`src/hw/dvbs2_frm_cfg.svh`:
```
`ifndef DVBS2_FRM_CFG_SVH
`define DVBS2_FRM_CFG_SVH

//////////////////////////////
// frame counts
//////////////////////////////

// width of byte counts and pl frame lengths
`define FRM_CNT_W 16

// frame length used until the first wrap
// table value only taken at a frame boundary
`define FRM_RESET_LEN 9990

//////////////////////////////
// transport stream
//////////////////////////////

// mpeg-ts packet length in bytes
`define TS_PKT_LEN 188

// packet phase counter width, holds 0..187
`define TS_PHASE_W 8

`endif
```
`src/hw/dvbs2_frm_pkg.sv`:
```
`default_nettype none

`include "dvbs2_frm_cfg.svh"

package dvbs2_frm_pkg;

	//////////////////////////////
	// mode encodings
	//////////////////////////////

	// constellation select
	typedef enum logic [1:0] {
		MOD_QPSK   = 2'd0,
		MOD_8PSK   = 2'd1,
		MOD_16APSK = 2'd2,
		MOD_32APSK = 2'd3
	} mod_mode_t;

	// fecframe size
	// normal 64800 bits, short 16200 bits
	typedef enum logic {
		FRM_NORMAL = 1'b0,
		FRM_SHORT  = 1'b1
	} frame_mode_t;

	// ldpc code rate index
	// normal frames 0..10, short frames 0..9
	// anything above is invalid
	typedef logic [3:0] ldpc_rate_t;

	//////////////////////////////
	// count types
	//////////////////////////////

	// byte counts and frame lengths
	typedef logic [`FRM_CNT_W-1:0] frm_cnt_t;

	// position inside a ts packet
	typedef logic [`TS_PHASE_W-1:0] ts_phase_t;

endpackage

`default_nettype wire

```
`src/hw/dvbs2_frame_timing_top.sv`:
```
`timescale 1ns/1ps
`default_nettype none

module dvbs2_frame_timing_top (
	input  logic                      sys_clk,
	input  logic                      glb_rst_n,
	input  dvbs2_frm_pkg::frame_mode_t frame_mode,
	input  logic                      pilot_mode,
	input  dvbs2_frm_pkg::mod_mode_t   mod_mode,
	input  dvbs2_frm_pkg::ldpc_rate_t  ldpc_rate,
	input  logic                      sym_en,
	input  logic                      byte_en,
	input  logic [7:0]                byte_in,
	output logic                      bb_frame_vld,
	output logic                      ts_rd_vld,
	output logic [7:0]                ts_data,
	output logic                      ts_valid,
	output logic                      ts_head
);

	import dvbs2_frm_pkg::*;

	// registered table outputs
	frm_cnt_t kbch_bytes;
	frm_cnt_t ts_bytes;
	frm_cnt_t pl_len;

	//////////////////////////////
	// mode tables
	//////////////////////////////

	frame_len_rom u_frame_len_rom (
		.sys_clk    (sys_clk),
		.glb_rst_n  (glb_rst_n),
		.frame_mode (frame_mode),
		.ldpc_rate  (ldpc_rate),
		.pilot_mode (pilot_mode),
		.mod_mode   (mod_mode),
		.kbch_bytes (kbch_bytes),
		.ts_bytes   (ts_bytes),
		.pl_len     (pl_len)
	);

	// frame phase and windows, stepped by sym_en
	frame_phase_ctrl u_frame_phase_ctrl (
		.sys_clk      (sys_clk),
		.glb_rst_n    (glb_rst_n),
		.sym_en       (sym_en),
		.kbch_bytes   (kbch_bytes),
		.ts_bytes     (ts_bytes),
		.pl_len       (pl_len),
		.bb_frame_vld (bb_frame_vld),
		.ts_rd_vld    (ts_rd_vld)
	);

	//////////////////////////////
	// ts input side
	//////////////////////////////

	ts_pkt_framer u_ts_pkt_framer (
		.sys_clk   (sys_clk),
		.glb_rst_n (glb_rst_n),
		.byte_en   (byte_en),
		.byte_in   (byte_in),
		.ts_data   (ts_data),
		.ts_valid  (ts_valid),
		.ts_head   (ts_head)
	);

endmodule

`default_nettype wire

```
`src/hw/ts_pkt_framer.sv`:
```
`timescale 1ns/1ps
`default_nettype none

`include "dvbs2_frm_cfg.svh"

module ts_pkt_framer (
	input  logic       sys_clk,
	input  logic       glb_rst_n,
	input  logic       byte_en,
	input  logic [7:0] byte_in,
	output logic [7:0] ts_data,
	output logic       ts_valid,
	output logic       ts_head
);

	import dvbs2_frm_pkg::*;

	// last packet position before wrap
	localparam ts_phase_t PKT_LAST = ts_phase_t'(`TS_PKT_LEN - 1);

	// byte position of the next strobe
	ts_phase_t pkt_phase;

	//////////////////////////////
	// packet phase counter
	//////////////////////////////

	// counts strobes mod 188
	always_ff @(posedge sys_clk or negedge glb_rst_n) begin
		if (!glb_rst_n) begin
			pkt_phase <= '0;
		end else if (byte_en) begin
			if (pkt_phase == PKT_LAST)
				pkt_phase <= '0;
			else
				pkt_phase <= pkt_phase + ts_phase_t'(1);
		end
	end

	//////////////////////////////
	// output register
	//////////////////////////////

	// one cycle from strobe to output
	// head marks the sync byte position
	// data holds between strobes
	always_ff @(posedge sys_clk or negedge glb_rst_n) begin
		if (!glb_rst_n) begin
			ts_data  <= '0;
			ts_valid <= 1'b0;
			ts_head  <= 1'b0;
		end else if (byte_en) begin
			ts_data  <= byte_in;
			ts_valid <= 1'b1;
			ts_head  <= (pkt_phase == '0);
		end else begin
			ts_valid <= 1'b0;
			ts_head  <= 1'b0;
		end
	end

	// a head is always a real byte
	a_head_valid: assert property (@(posedge sys_clk) disable iff (!glb_rst_n)
		ts_head |-> ts_valid);

endmodule

`default_nettype wire

```
`src/hw/frame_phase_ctrl.sv`:
```
`timescale 1ns/1ps
`default_nettype none

`include "dvbs2_frm_cfg.svh"

module frame_phase_ctrl (
	input  logic                   sys_clk,
	input  logic                   glb_rst_n,
	input  logic                   sym_en,
	input  dvbs2_frm_pkg::frm_cnt_t kbch_bytes,
	input  dvbs2_frm_pkg::frm_cnt_t ts_bytes,
	input  dvbs2_frm_pkg::frm_cnt_t pl_len,
	output logic                   bb_frame_vld,
	output logic                   ts_rd_vld
);

	import dvbs2_frm_pkg::*;

	// position inside the current plframe
	frm_cnt_t phase;
	// frame length in force, latched at each wrap
	frm_cnt_t cur_len;
	// phase after one more symbol
	frm_cnt_t cand;

	//////////////////////////////
	// frame phase accumulator
	//////////////////////////////

	// phase < cur_len so +1 never overflows the count width
	always_comb begin
		cand = phase + frm_cnt_t'(1);
	end

	always_ff @(posedge sys_clk or negedge glb_rst_n) begin
		if (!glb_rst_n) begin
			phase   <= '0;
			cur_len <= frm_cnt_t'(`FRM_RESET_LEN);
		end else if (sym_en) begin
			if (cand >= cur_len) begin
				// frame boundary
				// keep overshoot, pick up new length here only
				phase   <= cand - cur_len;
				cur_len <= pl_len;
			end else begin
				phase <= cand;
			end
		end
	end

	//////////////////////////////
	// window flags
	//////////////////////////////

	// scrambler window over phase 1..kbch
	// ts read window over phase 1..ts_bytes
	// both lag the phase by one cycle
	always_ff @(posedge sys_clk or negedge glb_rst_n) begin
		if (!glb_rst_n) begin
			bb_frame_vld <= 1'b0;
			ts_rd_vld    <= 1'b0;
		end else begin
			bb_frame_vld <= (phase != '0) && (phase <= kbch_bytes);
			ts_rd_vld    <= (phase != '0) && (phase <= ts_bytes);
		end
	end

	// needs a non-zero length from the table at every wrap
	a_phase_in_frame: assert property (@(posedge sys_clk) disable iff (!glb_rst_n)
		phase < cur_len);

	// ts window nests inside the bb window, table keeps ts below kbch
	a_ts_in_bb: assert property (@(posedge sys_clk) disable iff (!glb_rst_n)
		ts_rd_vld |-> bb_frame_vld);

endmodule

`default_nettype wire

```
`src/hw/frame_len_rom.sv`:
```
`timescale 1ns/1ps
`default_nettype none

`include "dvbs2_frm_cfg.svh"

module frame_len_rom (
	input  logic                      sys_clk,
	input  logic                      glb_rst_n,
	input  dvbs2_frm_pkg::frame_mode_t frame_mode,
	input  dvbs2_frm_pkg::ldpc_rate_t  ldpc_rate,
	input  logic                      pilot_mode,
	input  dvbs2_frm_pkg::mod_mode_t   mod_mode,
	output dvbs2_frm_pkg::frm_cnt_t    kbch_bytes,
	output dvbs2_frm_pkg::frm_cnt_t    ts_bytes,
	output dvbs2_frm_pkg::frm_cnt_t    pl_len
);

	import dvbs2_frm_pkg::*;

	// baseband header length in bytes
	localparam frm_cnt_t BB_HDR_BYTES = frm_cnt_t'(10);

	frm_cnt_t kbch_nxt;
	frm_cnt_t ts_nxt;
	frm_cnt_t pl_nxt;

	//////////////////////////////
	// bch payload and ts byte table
	//////////////////////////////

	// kbch/8 per frame size and rate
	// second column is kbch less the bb header
	always_comb begin
		case ({frame_mode, ldpc_rate})
			{FRM_NORMAL, 4'd0}:  {kbch_nxt, ts_nxt} = {frm_cnt_t'(2001), frm_cnt_t'(1991)};
			{FRM_NORMAL, 4'd1}:  {kbch_nxt, ts_nxt} = {frm_cnt_t'(2676), frm_cnt_t'(2666)};
			{FRM_NORMAL, 4'd2}:  {kbch_nxt, ts_nxt} = {frm_cnt_t'(3216), frm_cnt_t'(3206)};
			{FRM_NORMAL, 4'd3}:  {kbch_nxt, ts_nxt} = {frm_cnt_t'(4026), frm_cnt_t'(4016)};
			{FRM_NORMAL, 4'd4}:  {kbch_nxt, ts_nxt} = {frm_cnt_t'(4836), frm_cnt_t'(4826)};
			{FRM_NORMAL, 4'd5}:  {kbch_nxt, ts_nxt} = {frm_cnt_t'(5380), frm_cnt_t'(5370)};
			{FRM_NORMAL, 4'd6}:  {kbch_nxt, ts_nxt} = {frm_cnt_t'(6051), frm_cnt_t'(6041)};
			{FRM_NORMAL, 4'd7}:  {kbch_nxt, ts_nxt} = {frm_cnt_t'(6456), frm_cnt_t'(6446)};
			{FRM_NORMAL, 4'd8}:  {kbch_nxt, ts_nxt} = {frm_cnt_t'(6730), frm_cnt_t'(6720)};
			{FRM_NORMAL, 4'd9}:  {kbch_nxt, ts_nxt} = {frm_cnt_t'(7184), frm_cnt_t'(7174)};
			{FRM_NORMAL, 4'd10}: {kbch_nxt, ts_nxt} = {frm_cnt_t'(7274), frm_cnt_t'(7264)};
			// short frames
			{FRM_SHORT, 4'd0}:   {kbch_nxt, ts_nxt} = {frm_cnt_t'(384), frm_cnt_t'(374)};
			{FRM_SHORT, 4'd1}:   {kbch_nxt, ts_nxt} = {frm_cnt_t'(654), frm_cnt_t'(644)};
			{FRM_SHORT, 4'd2}:   {kbch_nxt, ts_nxt} = {frm_cnt_t'(789), frm_cnt_t'(779)};
			{FRM_SHORT, 4'd3}:   {kbch_nxt, ts_nxt} = {frm_cnt_t'(879), frm_cnt_t'(869)};
			{FRM_SHORT, 4'd4}:   {kbch_nxt, ts_nxt} = {frm_cnt_t'(1194), frm_cnt_t'(1184)};
			{FRM_SHORT, 4'd5}:   {kbch_nxt, ts_nxt} = {frm_cnt_t'(1329), frm_cnt_t'(1319)};
			{FRM_SHORT, 4'd6}:   {kbch_nxt, ts_nxt} = {frm_cnt_t'(1464), frm_cnt_t'(1454)};
			{FRM_SHORT, 4'd7}:   {kbch_nxt, ts_nxt} = {frm_cnt_t'(1554), frm_cnt_t'(1544)};
			{FRM_SHORT, 4'd8}:   {kbch_nxt, ts_nxt} = {frm_cnt_t'(1644), frm_cnt_t'(1634)};
			{FRM_SHORT, 4'd9}:   {kbch_nxt, ts_nxt} = {frm_cnt_t'(1779), frm_cnt_t'(1769)};
			// invalid rate for this frame size
			default:             {kbch_nxt, ts_nxt} = '0;
		endcase
	end

	//////////////////////////////
	// pl frame length table
	//////////////////////////////

	// symbols per plframe incl. header and pilot blocks
	always_comb begin
		case ({frame_mode, pilot_mode, mod_mode})
			{FRM_NORMAL, 1'b0, MOD_QPSK}:   pl_nxt = frm_cnt_t'(32490);
			{FRM_NORMAL, 1'b0, MOD_8PSK}:   pl_nxt = frm_cnt_t'(21690);
			{FRM_NORMAL, 1'b0, MOD_16APSK}: pl_nxt = frm_cnt_t'(16290);
			{FRM_NORMAL, 1'b0, MOD_32APSK}: pl_nxt = frm_cnt_t'(13050);
			{FRM_NORMAL, 1'b1, MOD_QPSK}:   pl_nxt = frm_cnt_t'(33282);
			{FRM_NORMAL, 1'b1, MOD_8PSK}:   pl_nxt = frm_cnt_t'(22194);
			{FRM_NORMAL, 1'b1, MOD_16APSK}: pl_nxt = frm_cnt_t'(16686);
			{FRM_NORMAL, 1'b1, MOD_32APSK}: pl_nxt = frm_cnt_t'(13338);
			{FRM_SHORT, 1'b0, MOD_QPSK}:    pl_nxt = frm_cnt_t'(8190);
			{FRM_SHORT, 1'b0, MOD_8PSK}:    pl_nxt = frm_cnt_t'(5490);
			{FRM_SHORT, 1'b0, MOD_16APSK}:  pl_nxt = frm_cnt_t'(4140);
			{FRM_SHORT, 1'b0, MOD_32APSK}:  pl_nxt = frm_cnt_t'(3330);
			{FRM_SHORT, 1'b1, MOD_QPSK}:    pl_nxt = frm_cnt_t'(8370);
			{FRM_SHORT, 1'b1, MOD_8PSK}:    pl_nxt = frm_cnt_t'(5598);
			{FRM_SHORT, 1'b1, MOD_16APSK}:  pl_nxt = frm_cnt_t'(4212);
			{FRM_SHORT, 1'b1, MOD_32APSK}:  pl_nxt = frm_cnt_t'(3402);
			default:                        pl_nxt = '0;
		endcase
	end

	// one cycle latency from mode inputs
	always_ff @(posedge sys_clk or negedge glb_rst_n) begin
		if (!glb_rst_n) begin
			kbch_bytes <= '0;
			ts_bytes   <= '0;
			pl_len     <= '0;
		end else begin
			kbch_bytes <= kbch_nxt;
			ts_bytes   <= ts_nxt;
			pl_len     <= pl_nxt;
		end
	end

	// ts column must sit exactly one bb header below the payload
	a_ts_vs_kbch: assert property (@(posedge sys_clk) disable iff (!glb_rst_n)
		(kbch_bytes != '0) |-> (ts_bytes == kbch_bytes - BB_HDR_BYTES));

endmodule

`default_nettype wire

```
`config.mk`:
```
export PLATFORM = sky130hd
export DESIGN_NAME = dvbs2_frame_timing_top
export DESIGN_NICKNAME = d
export VERILOG_FILES = /design/src/hw/dvbs2_frm_pkg.sv /design/src/hw/dvbs2_frame_timing_top.sv /design/src/hw/ts_pkt_framer.sv /design/src/hw/frame_phase_ctrl.sv /design/src/hw/frame_len_rom.sv
export VERILOG_INCLUDE_DIRS = /design/src /design/src/hw
export SDC_FILE = /design/constraint.sdc
export NUM_CORES = 1
export LEC_CHECK = 0
export ABC_AREA = 1
export BUFFER_PORTS_ARGS = -buffer_cell sky130_fd_sc_hd__buf_2
export CORE_UTILIZATION = 28
export CTS_CLUSTER_SIZE = 10
export DETAILED_ROUTE_END_ITERATION = 6
export GPL_ROUTABILITY_DRIVEN = 0
export PLACE_DENSITY = 0.52
export SYNTH_ARGS = -nofsm -noshare
export SYNTH_HDL_FRONTEND = slang
export SYNTH_SLANG_ARGS = --single-unit
```
`constraint.sdc`:
```
create_clock -name sys_clk -period 5.7 [get_ports sys_clk]
set_input_delay 1.14 -clock sys_clk [delete_from_list [all_inputs] [get_ports sys_clk]]
set_output_delay 1.14 -clock sys_clk [all_outputs]
set_load 0.02 [all_outputs]
```
======== Word level (Yosys, flattened, before mapping) ========
Memories as Yosys holds them, arrays and structs flattened. A register that Yosys moved wholly into a read port is not among the register bits.
Cells that the tools add are included.
cells by class
  eq/ne operators ......................... 1
  add/subtract/negate cells ............... 3
  muxes and demuxes ....................... 4
  $lt $le $gt $ge ......................... 3
  reductions and logical operators ........ 7
operators by type and width
  kind                                                             number
  16-bit <= comparator                                             2
  16-bit by 1-bit adder with 16-bit output, second input constant  1
  16-bit greater-or-equal comparator                               1
  16-bit two-way mux                                               1
  16-bit nonzero test                                              1
  16-bit subtractor                                                1
  8-bit by 1-bit adder with 8-bit output, second input constant    1
  8-bit == test, second input constant                             1
  8-bit logical NOT                                                1
  8-bit two-way mux                                                1
  1-bit logical AND                                                2
  1-bit logical NOT                                                2
  1-bit two-way mux                                                2
  2-bit AND reduction                                              1
word-level totals
  logic and storage cells ................. 31
  bits in registers ....................... 100
  output and inout bits ................... 12
  input bits .............................. 20
  memories kept ........................... 2
  memory bits (read-only) ................. 1072
memory list
  name             depth  width  rd ports  clocked after memory_dff  write ports  line                 RTL
  (no name shown)  32     26     1         1                         0            frame_len_rom.sv:34  case ({frame_mode, ldpc_rate})
  (no name shown)  16     15     1         1                         0            frame_len_rom.sv:68  case ({frame_mode, pilot_mode, mod_mode})

======== Longest topological paths before layout ========
  depth in word-level cells ............... 3
  mapped depth ............................ 21
  depth with buffers taken out ............ 21

======== Hierarchy ========
From an unflattened synthesis, not the netlist that was laid out.
unflattened totals
  cells, all modules ...................... 950
  area, all modules ....................... 6832.8 um^2
by module, submodules not included
  module            instances  cells an instance  area an instance (um^2)  seq. area each (um^2)
  frame_phase_ctrl  1          569                3833.7                   858.3
  frame_len_rom     1          282                2140.8                   900.9
  ts_pkt_framer     1          99                 858.3                    450.4

======== Least setup slack after synthesis ========
Ideal clock, no wire load.
  path type ............................... register to register
  start point ............................. register u_frame_phase_ctrl.phase[1]
  end point ............................... register u_frame_phase_ctrl.cur_len[11]
  setup time .............................. 0.116 ns
  data arrival time ....................... 2.602 ns
  setup slack ............................. 2.982 ns
  required time ........................... 5.584 ns
  cell stages (with the launch flop) ...... 19
  buffers on the path ..................... 2
  clock period less this slack ............ 2.718 ns
  path through ............................ dfrtp_1 > ha_1 > nand2_1 > nor2_1 > nand2_1 > nor3_2 > nand3_1 > and2_1 > ha_1 > nand2_2 > inv_2 > a21oi_4 > nor2_2 > nor2_4 > nand2_4 > buf_12 > buf_12 > nand3_2 > nand2_1
on the way
  word-level cells in the longest chain between the ends .. 3
ends and longest elaborated chain
  element                                   line                    RTL
  start: declaration                        frame_phase_ctrl.sv:20  frm_cnt_t phase;
  start signal: assignment                  frame_phase_ctrl.sv:43  phase <= cand - cur_len;
  start signal: assignment                  frame_phase_ctrl.sv:46  phase <= cand;
  16-bit by 1-bit adder with 16-bit output  frame_phase_ctrl.sv:32  cand = phase + frm_cnt_t'(1);
  16-bit greater-or-equal comparator        frame_phase_ctrl.sv:40  if (cand >= cur_len) begin
  2-bit AND reduction (no line)             -
  end signal: assignment                    frame_phase_ctrl.sv:38  cur_len <= frm_cnt_t'(`FRM_RESET_LEN);
  end signal: assignment                    frame_phase_ctrl.sv:44  cur_len <= pl_len;
  end: declaration                          frame_phase_ctrl.sv:22  frm_cnt_t cur_len;
Every way passes these cells.
A chain may end at the register's enable or synchronous reset.

======== Worst setup path after layout ========
  start point ............................. register u_frame_phase_ctrl.phase[1]
  end point ............................... register u_frame_phase_ctrl.phase[10]
on the way
  word-level cells in the longest chain between the ends .. 3
  elaborated cells on any way between the ends .. 4
  classes of those cells .................. add/sub: 2; order compare: 1; mux: 1
ends and longest elaborated chain
  element                                                                  line
  16-bit by 1-bit adder with 16-bit output (*)                             frame_phase_ctrl.sv:32
  16-bit subtractor or 16-bit greater-or-equal comparator (tied branches)  frame_phase_ctrl.sv:43, frame_phase_ctrl.sv:40
  16-bit two-way mux (*)                                                   frame_phase_ctrl.sv:40
Every way passes the cells marked *; elsewhere a longest branch is shown, timed or not.

==> flow_metrics.tcl <==
set metrics [dict create \
    ys_ff_latch 87 \
    drc 0 \
    r2r_setup_slack_ns 2.36 \
    final_util_pct 32.2 \
    syn_to_final_growth_pct 11.4 \
    p_sw_w 0.00173 \
    hold_slack_ns 0.464 \
    ir_drop_uv 218 \
    cp_data_required_time_ns 5.95 \
    syn_area_per_cell_um2 7.26 \
    cts.path.max_buffers 2 \
    synth_fp_nets 918 \
    nets 942 \
    async_flop_share_pct 100 \
    crit_fanout 30 \
    total_power_w 0.00359 \
    synthFlopType "dfrtp_1" \
    portBuffers 31 \
    postSynthCellCount 844 \
    startpoint "u_frame_phase_ctrl.phase[1]" \
    p_per_area_nw_per_um2 526 \
    cts-resized-gates 0 \
    hold_violations 0 \
    synthDistinctLibCells 44 \
    worst-setup-path-type "flop to flop" \
    seq_area_frac_synth_pct 35.7 \
    swShare_pct 48.2 \
    grt_max_degree 61 \
    drive_gt1_share_pct 10.7 \
    drt-initial-drc-count 336 \
    ys_warn_count 0 \
    dieArea_um2 22500 \
    holdBufCountCts 0 \
    avgRoutedWirePerCell_um 13.2 \
    die_x_um 150 \
    fp.dieH_um 150 \
    drt_pre_antenna_iters 5 \
    dp.cells 1132 \
    post_cts_buffers 0 \
    clk-insertion-delay-late_ns 0.35 \
    grt_antenna_before_repair 0 \
    cts_buffers 9 \
    seq_power_share_pct 27.1 \
    slew_violations 0 \
    cp-end-kind "flop" \
    hold_start "u_frame_phase_ctrl.cur_len[10]" \
    power_frac_comb_pct 55.8 \
    via_per_inst 4.62 \
    grt_pass1_vias 5119 \
    netlist_area_um2 6130 \
    track_usage_pct 14.5 \
    hold_class "flop to flop" \
    post-dp-hpwl_mm 11.4 \
    setup_viol 0 \
    fillers 2320 \
    synth_edf_count 0 \
    clock-sinks 87 \
    gr-total-overflow 0 \
    p_leak_nw 3.53 \
    io_pins 32 \
    initial_utilization_pct 28.9 \
    dr_total_vias 5304 \
    htree_levels 3 \
    cts_tree "yes" \
    core_area_um2 21200 \
    start_kind "flop" \
    clk_pin_slew_ns 0.07 \
    cts-root-buf "clkbuf_16" \
    grt_pass1_wl_mm 25.5 \
    finalCriticalPeriod_ns 3.34 \
    arrival_ns 3.59 \
    tns_ns 0 \
    stdcell_count 1148 \
    max_cap_violations 0 \
    diodes 0 \
    drtAntennaViolNets 0 \
    outcome "completed" \
    rsz0062_at_grt "false" \
    p_clk_share_pct 17.1 \
    finalCritPeriodShare_pct 58.6 \
    wirelength_mm 15.2 \
    worstReg2RegStart "u_frame_phase_ctrl.phase[1]" \
    row_count 53 \
    slew_headroom_pct 44.9 \
    clock_skew_ns 0.0150 \
    worstMarginPinSlew_ns 0.827 \
    p_int_w 0.00186 \
    max_freq_mhz 299 \
]
-- kinds of logic after synthesis --
group,after synthesis,synth area share (%)
and+or+nand+nor,450,32.7
buffers and inverters,153,10.2
xor gates and xnor gates,14,2.00
adders and majority gates,54,11.1
AOI/OAI and AO/OA,86,8.27
DFF,87,35.7
-- cell usage after synthesis (2+ instances only) --
cell type / count / area, um^2
xnor2_1: 2 / 17.5
inv_2: 6 / 22.5
o21ai_1: 2 / 10.0
nand4_1: 15 / 93.8
o211ai_1: 6 / 45.0
or2_2: 2 / 12.5
a22oi_1: 2 / 15.0
nand3_2: 12 / 120
a21oi_1: 30 / 150
o22ai_1: 6 / 37.5
buf_4: 4 / 30.0
o21ai_0: 27 / 135
and2_1: 4 / 25.0
dfrtp_1: 81 / 2030
nor3b_1: 4 / 30.0
nor2_2: 4 / 25.0
nand2_1: 251 / 942
inv_1: 127 / 477
o221ai_1: 5 / 43.8
dfstp_2: 6 / 158
nand2_2: 6 / 37.5
ha_1: 53 / 663
nor3_2: 3 / 30.0
a31oi_1: 2 / 12.5
nand2_4: 2 / 22.5
nor4_1: 2 / 12.5
xor2_1: 12 / 105
nand3_1: 57 / 285
nor3_1: 16 / 80.1
buf_2: 2 / 10.0
nor2_1: 68 / 255
buf_12: 2 / 40.0
clkbuf_1: 10 / 37.5
nand3b_1: 3 / 22.5
-- cell type report --
type | instances | area [um^2] | area share [%]
flip-flops and latches | 87 | 2180 | 32.0
multi-input cells | 604 | 3320 | 48.6
inverters | 134 | 503 | 7.37
clock buffers | 10 | 239 | 3.50
well taps | 275 | 344 | 5.04
clock inverters | 6 | 70.1 | 1.03
repair buffers | 32 | 165 | 2.42
-- layer usage --
layer / track usage, % / wire length [um]
met1: 19.6 / 7610
met2: 23.4 / 6880
met3: 2.29 / 475
met4: 4.55 / 191
met5: 0 / 0
-- metrics by stage --
step / instance area (um^2) / setup slack [ns]
2_1_floorplan: 6130 / 2.98
3_3_place_gp: 6520 / 2.46
3_5_place_dp: 6520 / 2.38
4_1_cts: 6820 / 2.38
5_1_grt: 6820 / 2.01
6_report: 6820 / 2.36
-- registers in the layout, indices dropped and copies added (netlist names), 8 cells and up --
name / flops
u_frame_len_rom.pl_len: 15
u_frame_len_rom.ts_bytes: 12
u_frame_phase_ctrl.phase: 16
u_ts_pkt_framer.pkt_phase: 8
u_frame_len_rom.kbch_bytes: 9
u_ts_pkt_framer.ts_data: 8
u_frame_phase_ctrl.cur_len: 15
-- power groups by stage --
stage	sequential, W	combinational (W)	clock (W)
6_report	0.000972	0.00200	0.000614
3_3_place_gp	0.000982	0.00202	0
4_1_cts	0.000974	0.00202	0.000632
3_5_place_dp	0.000982	0.00201	0
5_1_grt	0.00100	0.00232	0.000659
2_1_floorplan	0.000939	0.00164	0
-- path summary, 6_finish.rpt --
kind                                                  end  cells after the start
setup / recovery             u_frame_phase_ctrl.phase[10]                     18
hold / removal             u_frame_phase_ctrl.cur_len[10]                      2
setup reg to reg             u_frame_phase_ctrl.phase[10]                     18
hold reg to reg            u_frame_phase_ctrl.cur_len[10]                      2
max in group asynchronous   u_frame_phase_ctrl.cur_len[8]                      2
min in group asynchronous  u_frame_phase_ctrl.cur_len[15]                      1
-- layout by cell type (no fill, tap or decap), drive strengths merged --
cell type and instances:
xnor2 2, nand3b 3, bufinv 1, ha 53, xor2 12, clkinv 3
a22oi 2, or2 2, clkinvlp 3, inv 133, fa 1, a21oi 32
dfstp 6, and2 4, buf 32, clkbuf 10, nand3 69, o221ai 5
o31ai 1, dfrtp 81, a31oi 2, nor3b 4, nor4 2, o21ai 29
nor2 73, a31o 1, nand2 259, o22ai 6, o2111ai 1, o211ai 6
nor3 19, nand4 15, o21bai 1
-- worst max-delay path, cell delays in order, from the launching register on --
cell and delay [ns]:
dfrtp_1 0.43, ha_1 0.22, nand2_1 0.08, nor2_1 0.22
nand2_1 0.13, nor3_2 0.18, nand3_1 0.11, and2_1 0.18
ha_1 0.34, nand2_2 0.14, inv_2 0.06, a21oi_4 0.17
nor2_2 0.07, nor2_4 0.13, nand2_4 0.26, nand2_4 0.31
nand2_1 0.09, nand2_1 0.06, nand2_1 0.05
No activity file was read; power rests on OpenSTA's default activity.
